<file path="src/logic/cpu_pkg.sv">
package cpu_pkg;

  ////////////////////////////////////////////////////////////////////////////
  // Datapath widths
  ////////////////////////////////////////////////////////////////////////////
  localparam int data_w   = 16;          // Data word and byte-free address width
  localparam int reg_id_w = 4;           // Register ID width, register 0 reads as zero

  // Bit positions inside the ALU flag vector
  localparam int flag_w = 3;
  localparam int flag_z = 2;             // Result is zero
  localparam int flag_v = 1;             // Signed overflow on add or subtract
  localparam int flag_n = 0;             // Result MSB

  ////////////////////////////////////////////////////////////////////////////
  // ALU operation encoding
  ////////////////////////////////////////////////////////////////////////////
  typedef enum logic [2:0] {
    alu_add = 3'd0,
    alu_sub = 3'd1,
    alu_and = 3'd2,
    alu_or  = 3'd3,
    alu_xor = 3'd4,
    alu_sll = 3'd5,
    alu_srl = 3'd6,
    alu_sra = 3'd7
  } alu_op_e;

  ////////////////////////////////////////////////////////////////////////////
  // Pipeline bundles
  ////////////////////////////////////////////////////////////////////////////
  typedef struct packed {
    logic mem_enable;                    // Data memory access in this instruction
    logic mem_write;                     // Store when set, load otherwise
  } mem_ctrl_t;

  // Same bit order as the old WB signal vector {reg_rd, RegWrite, MemtoReg, HLT, PCS}
  typedef struct packed {
    logic [reg_id_w-1:0] reg_rd;         // Destination register
    logic                reg_write;      // Write the register file in WB
    logic                mem_to_reg;     // WB value comes from memory
    logic                hlt;            // Halt instruction
    logic                pcs;            // PC save instruction
  } wb_ctrl_t;

  typedef struct packed {
    logic [data_w-1:0]   pc_next;        // Address of the following instruction
    logic [data_w-1:0]   alu_out;        // Execute result, also the memory address
    logic [data_w-1:0]   store_data;     // Word to store after forwarding
    logic [reg_id_w-1:0] src_reg2;       // Second source register of the instruction
    mem_ctrl_t           mem_ctrl;
    wb_ctrl_t            wb_ctrl;
  } ex_mem_t;

  typedef struct packed {
    logic [data_w-1:0] pc_next;
    logic [data_w-1:0] wb_data;          // Loaded word or ALU result
    wb_ctrl_t          wb_ctrl;
  } mem_wb_t;

endpackage
</file>
<file path="src/logic/ex_mem_if.sv">
`timescale 1ns/1ps
`default_nettype none

// Carries the registered EX/MEM bundle from the pipeline register to the
// memory stage and back to the execute-stage store forwarding
interface ex_mem_if;

  cpu_pkg::ex_mem_t bundle;              // Whole EX/MEM payload as one packed word

  // The EX/MEM register drives the bundle
  modport producer (
    output bundle
  );

  // Memory stage reads address, store word and control
  modport consumer (
    input bundle
  );

  // Forwarding looks at wb_ctrl and alu_out only
  modport fwd_src (
    input bundle
  );

endinterface

`default_nettype wire

</file>
<file path="src/logic/cpu_ex_mem_slice.sv">
`timescale 1ns/1ps
`default_nettype none

module cpu_ex_mem_slice #(
  parameter int DATA_MEM_DEPTH = 256     // Data memory words
) (
  input  logic                          clk,
  input  logic                          arst_n,        // Async reset, active low
  input  logic                          stall,         // Holds both stage registers
  // Execute operands and control from decode
  input  logic [cpu_pkg::data_w-1:0]    pc_next,
  input  logic [cpu_pkg::data_w-1:0]    operand_a,
  input  logic [cpu_pkg::data_w-1:0]    operand_b,
  input  cpu_pkg::alu_op_e              alu_op,
  input  logic [cpu_pkg::reg_id_w-1:0]  src_reg2,
  input  logic [cpu_pkg::data_w-1:0]    store_data,    // Register file value for stores
  input  logic                          mem_enable,
  input  logic                          mem_write,
  input  logic [cpu_pkg::reg_id_w-1:0]  reg_rd,
  input  logic                          reg_write,
  input  logic                          mem_to_reg,
  input  logic                          hlt,
  input  logic                          pcs,
  // Execute flags, same cycle
  output logic [cpu_pkg::flag_w-1:0]    flags,
  // Write-back stage
  output logic [cpu_pkg::data_w-1:0]    wb_pc_next,
  output logic [cpu_pkg::data_w-1:0]    wb_data,
  output logic [cpu_pkg::reg_id_w-1:0]  wb_reg_rd,
  output logic                          wb_reg_write,
  output logic                          wb_hlt,
  output logic                          wb_pcs
);

  logic [cpu_pkg::data_w-1:0]   alu_result;  // Execute result
  logic [cpu_pkg::data_w-1:0]   fwd_store;   // Store word after forwarding
  cpu_pkg::ex_mem_t             ex_mem_d;    // EX/MEM next contents
  cpu_pkg::mem_wb_t             mem_wb_d;    // MEM/WB next contents
  cpu_pkg::mem_wb_t             mem_wb_q;    // MEM/WB registered

  ex_mem_if ex_mem_bus ();                   // Registered EX/MEM bundle

  ////////////////////////////////////////////////////////////////////////////
  // Execute stage
  ////////////////////////////////////////////////////////////////////////////
  ex_alu ex_alu_i (
    .clk    (clk),
    .arst_n (arst_n),
    .a      (operand_a),
    .b      (operand_b),
    .op     (alu_op),
    .result (alu_result),
    .flags  (flags)
  );

  store_data_fwd store_data_fwd_i (
    .clk        (clk),
    .arst_n     (arst_n),
    .src_reg2   (src_reg2),
    .store_data (store_data),
    .ex_mem     (ex_mem_bus.fwd_src),
    .mem_wb     (mem_wb_q),
    .fwd_data   (fwd_store)
  );

  // Pack the EX/MEM bundle
  assign ex_mem_d.pc_next             = pc_next;
  assign ex_mem_d.alu_out             = alu_result;
  assign ex_mem_d.store_data          = fwd_store;
  assign ex_mem_d.src_reg2            = src_reg2;
  assign ex_mem_d.mem_ctrl.mem_enable = mem_enable;
  assign ex_mem_d.mem_ctrl.mem_write  = mem_write;
  assign ex_mem_d.wb_ctrl.reg_rd      = reg_rd;
  assign ex_mem_d.wb_ctrl.reg_write   = reg_write;
  assign ex_mem_d.wb_ctrl.mem_to_reg  = mem_to_reg;
  assign ex_mem_d.wb_ctrl.hlt         = hlt;
  assign ex_mem_d.wb_ctrl.pcs         = pcs;

  pipe_stage_reg #(.payload_t(cpu_pkg::ex_mem_t)) ex_mem_reg_i (
    .clk    (clk),
    .arst_n (arst_n),
    .stall  (stall),
    .d      (ex_mem_d),
    .q      (ex_mem_bus.bundle)
  );

  ////////////////////////////////////////////////////////////////////////////
  // Memory stage
  ////////////////////////////////////////////////////////////////////////////
  data_mem #(.DATA_MEM_DEPTH(DATA_MEM_DEPTH)) data_mem_i (
    .clk      (clk),
    .stall    (stall),
    .ex_mem   (ex_mem_bus.consumer),
    .mem_wb_d (mem_wb_d)
  );

  pipe_stage_reg #(.payload_t(cpu_pkg::mem_wb_t)) mem_wb_reg_i (
    .clk    (clk),
    .arst_n (arst_n),
    .stall  (stall),
    .d      (mem_wb_d),
    .q      (mem_wb_q)
  );

  // Write-back outputs straight from the MEM/WB register
  assign wb_pc_next   = mem_wb_q.pc_next;
  assign wb_data      = mem_wb_q.wb_data;
  assign wb_reg_rd    = mem_wb_q.wb_ctrl.reg_rd;
  assign wb_reg_write = mem_wb_q.wb_ctrl.reg_write;
  assign wb_hlt       = mem_wb_q.wb_ctrl.hlt;
  assign wb_pcs       = mem_wb_q.wb_ctrl.pcs;

endmodule

`default_nettype wire

</file>
<file path="src/logic/data_mem.sv">
`timescale 1ns/1ps
`default_nettype none

module data_mem #(
  parameter int DATA_MEM_DEPTH = 256     // Words, power of two
) (
  input  logic             clk,
  input  logic             stall,        // Blocks writes while the pipe is held
  ex_mem_if.consumer       ex_mem,       // Registered EX/MEM bundle
  output cpu_pkg::mem_wb_t mem_wb_d      // Next MEM/WB contents
);

  localparam int addr_w = $clog2(DATA_MEM_DEPTH);

  // Size check at elaboration
  if ((DATA_MEM_DEPTH < 2) || (DATA_MEM_DEPTH > 65536)
      || ((DATA_MEM_DEPTH & (DATA_MEM_DEPTH - 1)) != 0)) begin : g_depth_bad
    $error("DATA_MEM_DEPTH must be a power of two from 2 to 65536");
  end

  logic [cpu_pkg::data_w-1:0] mem [DATA_MEM_DEPTH];  // Storage array, no reset
  logic [addr_w-1:0]          addr;                  // Word address
  logic [cpu_pkg::data_w-1:0] rd_word;               // Word at addr this cycle
  logic                       wr_en;                 // Store commits this edge

  // Low address bits give the wrap at the array size
  assign addr  = ex_mem.bundle.alu_out[addr_w-1:0];
  assign wr_en = ex_mem.bundle.mem_ctrl.mem_enable
              && ex_mem.bundle.mem_ctrl.mem_write
              && !stall;

  //////////////////////////////////////////////////////////////////////////
  // Storage
  //////////////////////////////////////////////////////////////////////////
  always_ff @(posedge clk) begin
    if (wr_en) begin
      mem[addr] <= ex_mem.bundle.store_data;
    end
  end

  assign rd_word = mem[addr];            // Asynchronous read

  //////////////////////////////////////////////////////////////////////////
  // MEM/WB bundle
  //////////////////////////////////////////////////////////////////////////
  always_comb begin
    mem_wb_d.pc_next = ex_mem.bundle.pc_next;
    mem_wb_d.wb_ctrl = ex_mem.bundle.wb_ctrl;   // Write-back control rides through
    if (ex_mem.bundle.wb_ctrl.mem_to_reg) begin
      mem_wb_d.wb_data = rd_word;               // Load result
    end else begin
      mem_wb_d.wb_data = ex_mem.bundle.alu_out;
    end
  end

  // Decode never asks for a store with the memory disabled
  write_needs_enable_a: assert property (@(posedge clk)
    ex_mem.bundle.mem_ctrl.mem_write |-> ex_mem.bundle.mem_ctrl.mem_enable)
    else $error("data_mem mem_write without mem_enable");

endmodule

`default_nettype wire

</file>
<file path="src/logic/pipe_stage_reg.sv">
`timescale 1ns/1ps
`default_nettype none

module pipe_stage_reg #(
  parameter type payload_t = logic [15:0]  // Bundle carried across the stage boundary
) (
  input  logic     clk,
  input  logic     arst_n,               // Async reset, active low
  input  logic     stall,                // Hold the current contents
  input  payload_t d,                    // Bundle from the earlier stage
  output payload_t q                     // Bundle seen by the later stage
);

  //////////////////////////////////////////////////////////////////////////
  // Stage register
  //////////////////////////////////////////////////////////////////////////
  // All zeros after reset leaves every strobe in the bundle inactive
  always_ff @(posedge clk or negedge arst_n) begin
    if (!arst_n) begin
      q <= '0;
    end else if (!stall) begin
      q <= d;                            // Advance when the pipe is not held
    end
  end

  // A stalled edge must not move anything into the later stage
  hold_on_stall_a: assert property (@(posedge clk) disable iff (!arst_n)
    stall |=> $stable(q))
    else $error("pipe_stage_reg changed while stalled");

endmodule

`default_nettype wire

</file>
<file path="src/logic/store_data_fwd.sv">
`timescale 1ns/1ps
`default_nettype none

module store_data_fwd (
  input  logic                          clk,        // Only used to sample the check
  input  logic                          arst_n,     // Async reset, active low
  input  logic [cpu_pkg::reg_id_w-1:0]  src_reg2,   // Register holding the store word
  input  logic [cpu_pkg::data_w-1:0]    store_data, // Register file value from decode
  ex_mem_if.fwd_src                     ex_mem,     // Instruction one ahead
  input  cpu_pkg::mem_wb_t              mem_wb,     // Instruction two ahead
  output logic [cpu_pkg::data_w-1:0]    fwd_data    // Freshest store word
);

  logic src_live;                        // Register 0 never carries a produced value
  logic hit_ex_mem;                      // ALU result one ahead targets our source
  logic hit_mem_wb;                      // Write-back value two ahead targets our source

  assign src_live = (src_reg2 != '0);

  // A load one ahead has no data yet so only ALU results qualify here
  assign hit_ex_mem = src_live
                   && ex_mem.bundle.wb_ctrl.reg_write
                   && !ex_mem.bundle.wb_ctrl.mem_to_reg
                   && (ex_mem.bundle.wb_ctrl.reg_rd == src_reg2);

  assign hit_mem_wb = src_live
                   && mem_wb.wb_ctrl.reg_write
                   && (mem_wb.wb_ctrl.reg_rd == src_reg2);

  // Nearer instruction wins
  always_comb begin
    if (hit_ex_mem)      fwd_data = ex_mem.bundle.alu_out;
    else if (hit_mem_wb) fwd_data = mem_wb.wb_data;
    else                 fwd_data = store_data;
  end

  // Stores through register 0 must see the decode value whatever sits downstream
  zero_reg_no_fwd_a: assert property (@(posedge clk) disable iff (!arst_n)
    (src_reg2 == '0) |-> (fwd_data == store_data))
    else $error("store_data_fwd forwarded into register 0");

endmodule

`default_nettype wire

</file>
<file path="src/logic/ex_alu.sv">
`timescale 1ns/1ps
`default_nettype none

module ex_alu (
  input  logic                           clk,     // Only used to sample the op check
  input  logic                           arst_n,  // Async reset, active low
  input  logic [cpu_pkg::data_w-1:0]     a,       // First operand
  input  logic [cpu_pkg::data_w-1:0]     b,       // Second operand, low bits give shift amount
  input  cpu_pkg::alu_op_e               op,      // Operation select
  output logic [cpu_pkg::data_w-1:0]     result,  // Operation result
  output logic [cpu_pkg::flag_w-1:0]     flags    // Z, V and N
);

  localparam int msb = cpu_pkg::data_w - 1;

  logic [cpu_pkg::data_w-1:0] res;       // Combinational result
  logic                       ovf;       // Signed overflow, add and subtract only
  logic [3:0]                 shamt;     // Shift amount

  assign shamt = b[3:0];

  //////////////////////////////////////////////////////////////////////////
  // Operation decode
  //////////////////////////////////////////////////////////////////////////
  always_comb begin
    res = '0;
    ovf = 1'b0;
    case (op)
      cpu_pkg::alu_add: begin
        res = a + b;
        ovf = (a[msb] == b[msb]) && (res[msb] != a[msb]);  // Like signs give an unlike sum
      end
      cpu_pkg::alu_sub: begin
        res = a - b;
        ovf = (a[msb] != b[msb]) && (res[msb] != a[msb]);  // Unlike signs flip the minuend sign
      end
      cpu_pkg::alu_and: res = a & b;
      cpu_pkg::alu_or:  res = a | b;
      cpu_pkg::alu_xor: res = a ^ b;
      cpu_pkg::alu_sll: res = a << shamt;
      cpu_pkg::alu_srl: res = a >> shamt;
      cpu_pkg::alu_sra: res = $signed(a) >>> shamt;        // Sign bit fills from the left
      default:          res = '0;
    endcase
  end

  assign result = res;

  // Flags follow the same-cycle operands
  assign flags[cpu_pkg::flag_z] = (res == '0);
  assign flags[cpu_pkg::flag_v] = ovf;
  assign flags[cpu_pkg::flag_n] = res[msb];

  // Decode must always present a real opcode once out of reset
  op_known_a: assert property (@(posedge clk) disable iff (!arst_n) !$isunknown(op))
    else $error("ex_alu op is unknown");

endmodule

`default_nettype wire

</file>
<file path="config.mk">
export PLATFORM = sky130hd
export DESIGN_NAME = cpu_ex_mem_slice
export DESIGN_NICKNAME = d
export VERILOG_FILES = /design/src/logic/cpu_pkg.sv /design/src/logic/ex_mem_if.sv /design/src/logic/cpu_ex_mem_slice.sv /design/src/logic/data_mem.sv /design/src/logic/pipe_stage_reg.sv /design/src/logic/store_data_fwd.sv /design/src/logic/ex_alu.sv
export SDC_FILE = /design/constraint.sdc
export NUM_CORES = 2
export LEC_CHECK = 0
export ABC_CLOCK_PERIOD_IN_PS = 11300
export BUFFER_PORTS_ARGS = -buffer_cell sky130_fd_sc_hd__buf_2
export CAP_MARGIN = 5
export CORE_UTILIZATION = 30
export DETAILED_ROUTE_END_ITERATION = 16
export PLACE_DENSITY = 0.52
export SYNTH_ARGS = -nofsm -noshare
export SYNTH_HDL_FRONTEND = slang
export SYNTH_HIERARCHICAL = 1
export SYNTH_SLANG_ARGS = --single-unit
</file>
<file path="constraint.sdc">
create_clock -name clk -period 11.3 [get_ports clk]
set_input_delay 1.13 -clock clk [delete_from_list [all_inputs] [get_ports clk]]
set_output_delay 1.13 -clock clk [all_outputs]
set_load 0.01 [all_outputs]
</file>
Word level (Yosys, flattened, before mapping)
Memory sizes are Yosys's and may differ from the RTL's.
Index checks and enable logic that the tools add are counted.

storage, ports and cells
  bits in registers = 97
  RAM bits = 4096
  input bits = 84
  output and inout bits = 42
  memories = 1

cells by class
  add/sub/neg operators = 2
  equality and inequality tests = 13
  shift-type cells = 3
  muxes and demuxes = 7
  bitwise logic cells = 3
  reductions and logical operators = 14

memory list
  name            words  width  read ports  clocked after memory_dff  write ports  RTL line        source
  data_mem_i.mem  256    16     1           0                         1            data_mem.sv:21  logic [cpu_pkg::data_w-1:0] mem [DATA_MEM_DEPTH];

operator list
  cell                                                              count
  16-bit one-hot mux with 8 select lines                            1
  16-bit two-way mux                                                3
  16-bit adder                                                      1
  16-bit AND                                                        1
  16-bit zero test                                                  1
  16-bit bitwise OR                                                 1
  16-bit by 4-bit << shifter with 16-bit output                     1
  16-bit by 4-bit >> shifter with 16-bit output                     1
  16-bit by 4-bit >>> shifter with 16-bit output                    1
  16-bit subtractor                                                 1
  16-bit bitwise XOR                                                1
  3-bit == test (second input constant)                             4
  1-bit logical AND                                                 9
  4-bit == test                                                     2
  3-bit by 2-bit == test with 1-bit output (second input constant)  2
  4-bit nonzero test                                                1
  3-bit by 1-bit == test with 1-bit output (second input constant)  1
  3-bit zero test                                                   1
  1-bit inequality test                                             3
  1-bit zero test                                                   2
  1-bit two-way mux                                                 2
  1-bit one-hot mux with 2 select lines                             1
  1-bit == test                                                     1

Longest topological paths before layout
  word-level depth = 5
  depth in mapped cells = 15

Modules after synthesis
The synthesis kept the hierarchy.

modules (own cells, without submodules)
  module                          times used  cells each  area each (µm²)  seq. area each (µm²)
  data_mem                        1           7073        157260.8         122998.0
  ex_alu                          1           593         4299.1           0.0
  pipe_stage_reg at ex_mem_reg_i  1           131         2606.2           1551.5
  pipe_stage_reg at mem_wb_reg_i  1           84          1496.4           1001.0
  store_data_fwd                  1           93          551.8            0.0

Worst setup path after synthesis
No wires, ideal clock.

  path kind = input to output
  from = input operand_b[2] (netlist name)
  to = output flags[2] (netlist name)
  arrival time = 4.160 ns
  setup slack = 6.010 ns
  cell stages on the path = 14
  path buffers = 3
  cell sequence = buf_2 -> inv_1 -> clkbuf_1 -> ha_1 -> buf_2 -> nand2b_1 -> a211oi_1 -> o221a_2 -> o311ai_4 -> a221oi_2 -> mux2_4 -> a21oi_2 -> o21ai_2 -> nor4_2

on the way
  longest elaborated chain between the ends = 3
  elaborated cells between the ends (all ways) = 10

RTL lines
  what                                             RTL line                source
  from (decl)                                      cpu_ex_mem_slice.sv:13  input logic [cpu_pkg::data_w-1:0] operand_b,
  16-bit subtractor, or another cell as far along  ex_alu.sv:34            res = a - b;
  16-bit one-hot mux with 8 select lines *         ex_alu.sv:28            case (op)
  named net alu_result, one bit                    cpu_ex_mem_slice.sv:35  logic [cpu_pkg::data_w-1:0] alu_result;
  16-bit zero test *                               ex_alu.sv:50            assign flags[cpu_pkg::flag_z] = (res == '0);
  to (decl)                                        cpu_ex_mem_slice.sv:25  output logic [cpu_pkg::flag_w-1:0] flags,

The timed path passes the listed nets; every way through them passes the cells marked *.

==> flow_summary.ini <==
[clock_network]
cts_made_buffers = 432
cts_tree = yes
cts_hold_buf = 0
path_clk_slew_ns = 0.06
ctsResizeCount = 0
ctsLongestPathBuffers = 4
insertion_delay_ns = 1.01
cts_sinks = 4193
cts_root_buffer = clkbuf_16
cts_setup_buffers = 0
htreeDepth = 5

[critical_path]
rr_endpoint = mem_wb_reg_i/q[22]
worstSetupEndpointType = register
critical_path_arrival_ns = 7.65
r2r_setup_slack_ns = 4.50
crit_type = reg2reg
required_ns = 12.16
worstReg2RegStart = ex_mem_reg_i/q[30]
crit_end = mem_wb_reg_i/q[22]
r2r_cells = 11
worst-path-max-fanout = 88
critPathLaunch = ex_mem_reg_i/q[30]
startpoint_type = register

[sta]
finalMaxSlewViolations = 0
rsz0062_at_grt = no
finalCriticalPeriod_ns = 6.80
finClkSkew_ns = 0.0763
relSlewSlack_pct = 7.24
final.setup.tns_ns = 0
timing.hold.ws_ns = 0.133
worst_slack_ns = 4.50
fmax_mhz = 147
worst_slew_pin_slew_ns = 1.39
timing.final.crit_share_pct = 60.2
finalHoldViolCount = 0
setup_viol = 0

[die]
ios = 126
die_area_sq_mm = 0.556
core_area_sq_mm = 0.550
num_rows = 272
die_w_um = 746
die_h_um = 746
initial_utilization_pct = 30.2

[routing]
num_vias = 85700
drt_iter0_markers = 10700
via_per_inst = 5.34
totalWireLength_um = 513000
drc = 0
final_antenna_net_count = 0
routedWlPerCell_um = 32.0
first_pass_iters = 6

[logic_synthesis]
syn_area_sq_mm = 0.166
yosysWarnings = 6
synthesis.nets = 8097
post_synth.cell_area_avg_sq_um = 20.8
netlist_instances = 7963

[grt]
grt_pass1_vias = 86000
grt_antenna_before_repair = 25
track_usage_pct = 17.9
grt_pass1_wl_um = 708000
overflow = 0
grt_max_degree = 201

[layout]
postLayoutCoreUtil_pct = 34.7
drive_above_1_share_pct = 28.5
area_growth_pct = 14.9
fin_nets = 8546

[placement]
place_ws_ns = 4.65
port_buffers = 125
gp_congestion = 0.863
dp_hpwl_um = 315000

[power_and_ir_drop]
intPower_w = 0.0275
power_frac_clock_pct = 36.5
ir_drop_mv = 0.196
switchingPower_w = 0.0105
power_frac_comb_pct = 16.0
power_w = 0.0380
switching_share_pct = 27.6
pwr_density_cell_mw_per_mm2 = 199
pwr-share-seq_pct = 47.5
cellLeakagePower_nw = 59.3

[status]
outcome = finished clean

[run]
drv_cap = 0

[hold_path]
hp-class = in2async
## placed cells by master, fill, tap and decap left out, types with 80 or more instances in the layout
master / count
mux4_2: 1008
clkinv_1: 109
clkinv_2: 80
nor2_1: 213
buf_4: 362
a22oi_1: 84
o21ai_0: 97
nor2_2: 154
o22ai_1: 125
mux2i_1: 274
buf_2: 123
nand2_1: 286
edfxtp_1: 4096
clkbuf_16: 436
a21oi_1: 105
clkbuf_1: 95
## how the worst min path moves through the flow
stage                             startpoint                  to  slack [ns]
after global placement    ex_mem_reg_i/q[59]  mem_wb_reg_i/q[37]        0.48
after CTS                             arst_n   mem_wb_reg_i/q[0]        0.07
final                                 arst_n  ex_mem_reg_i/q[51]        0.13
after detailed placement  mem_wb_reg_i/q[27]  mem_wb_reg_i/q[27]        0.49
after floorplan           ex_mem_reg_i/q[59]  ex_mem_reg_i/q[59]        0.48
after global routing                  arst_n  mem_wb_reg_i/q[28]        0.15
## layout make-up
type                       instances  area (sq um)
antenna                           10          25.0
clock buffer                     533         11300
clock inverter                   257          2320
fill                           51000        359000
inverter                          56           224
multi-input combinational       3218         38300
sequential                      4193        126000
tap                             7261          9080
timing repair buffer             511          3870
## routing by layer
| metal | global-route usage, % | vias to the layer above | wire [um] |
|---|---|---|---|
| li1 | - | 34300 | - |
| met4 | 5.89 | 6 | 18900 |
| met3 | 3.45 | 766 | 42100 |
| met5 | 0 | - | 37 |
| met1 | 24.6 | 46700 | 212000 |
| met2 | 28.6 | 3935 | 240000 |
## sequential cells by signal, indices dropped and copies added, names as in the netlist
signal,cells
data_mem_i/mem,4096
ex_mem_reg_i/q,58
mem_wb_reg_i/q,39
## power groups by stage
stage | registers (W) | logic, W | clock network (W)
after floorplan | 0.0186 | 0.00313 | 0
after global placement | 0.0183 | 0.00603 | 0
after detailed placement | 0.0183 | 0.00608 | 0
after CTS | 0.0180 | 0.00610 | 0.0141
after global routing | 0.0180 | 0.00630 | 0.0146
final | 0.0180 | 0.00607 | 0.0138
## worst max-delay path: stages, from the launching register on
cell       delay, ns
dfrtp_4         0.94
buf_12          0.53
buf_4           0.63
buf_4           0.57
mux2_2          0.39
o22ai_1         0.20
o22ai_1         0.12
a2111oi_0       1.12
o22ai_1         0.16
a2111oi_1       1.26
a21oi_1         0.14
mux2_2          0.31
## through the flow
stage	instance area, sq um	std cells
finish	191000	16000
global route	191000	16000
CTS	191000	16000
detailed placement	177000	15200
global placement	177000	15200
floorplan	166000	7963
(Power assumes the default switching activity.)
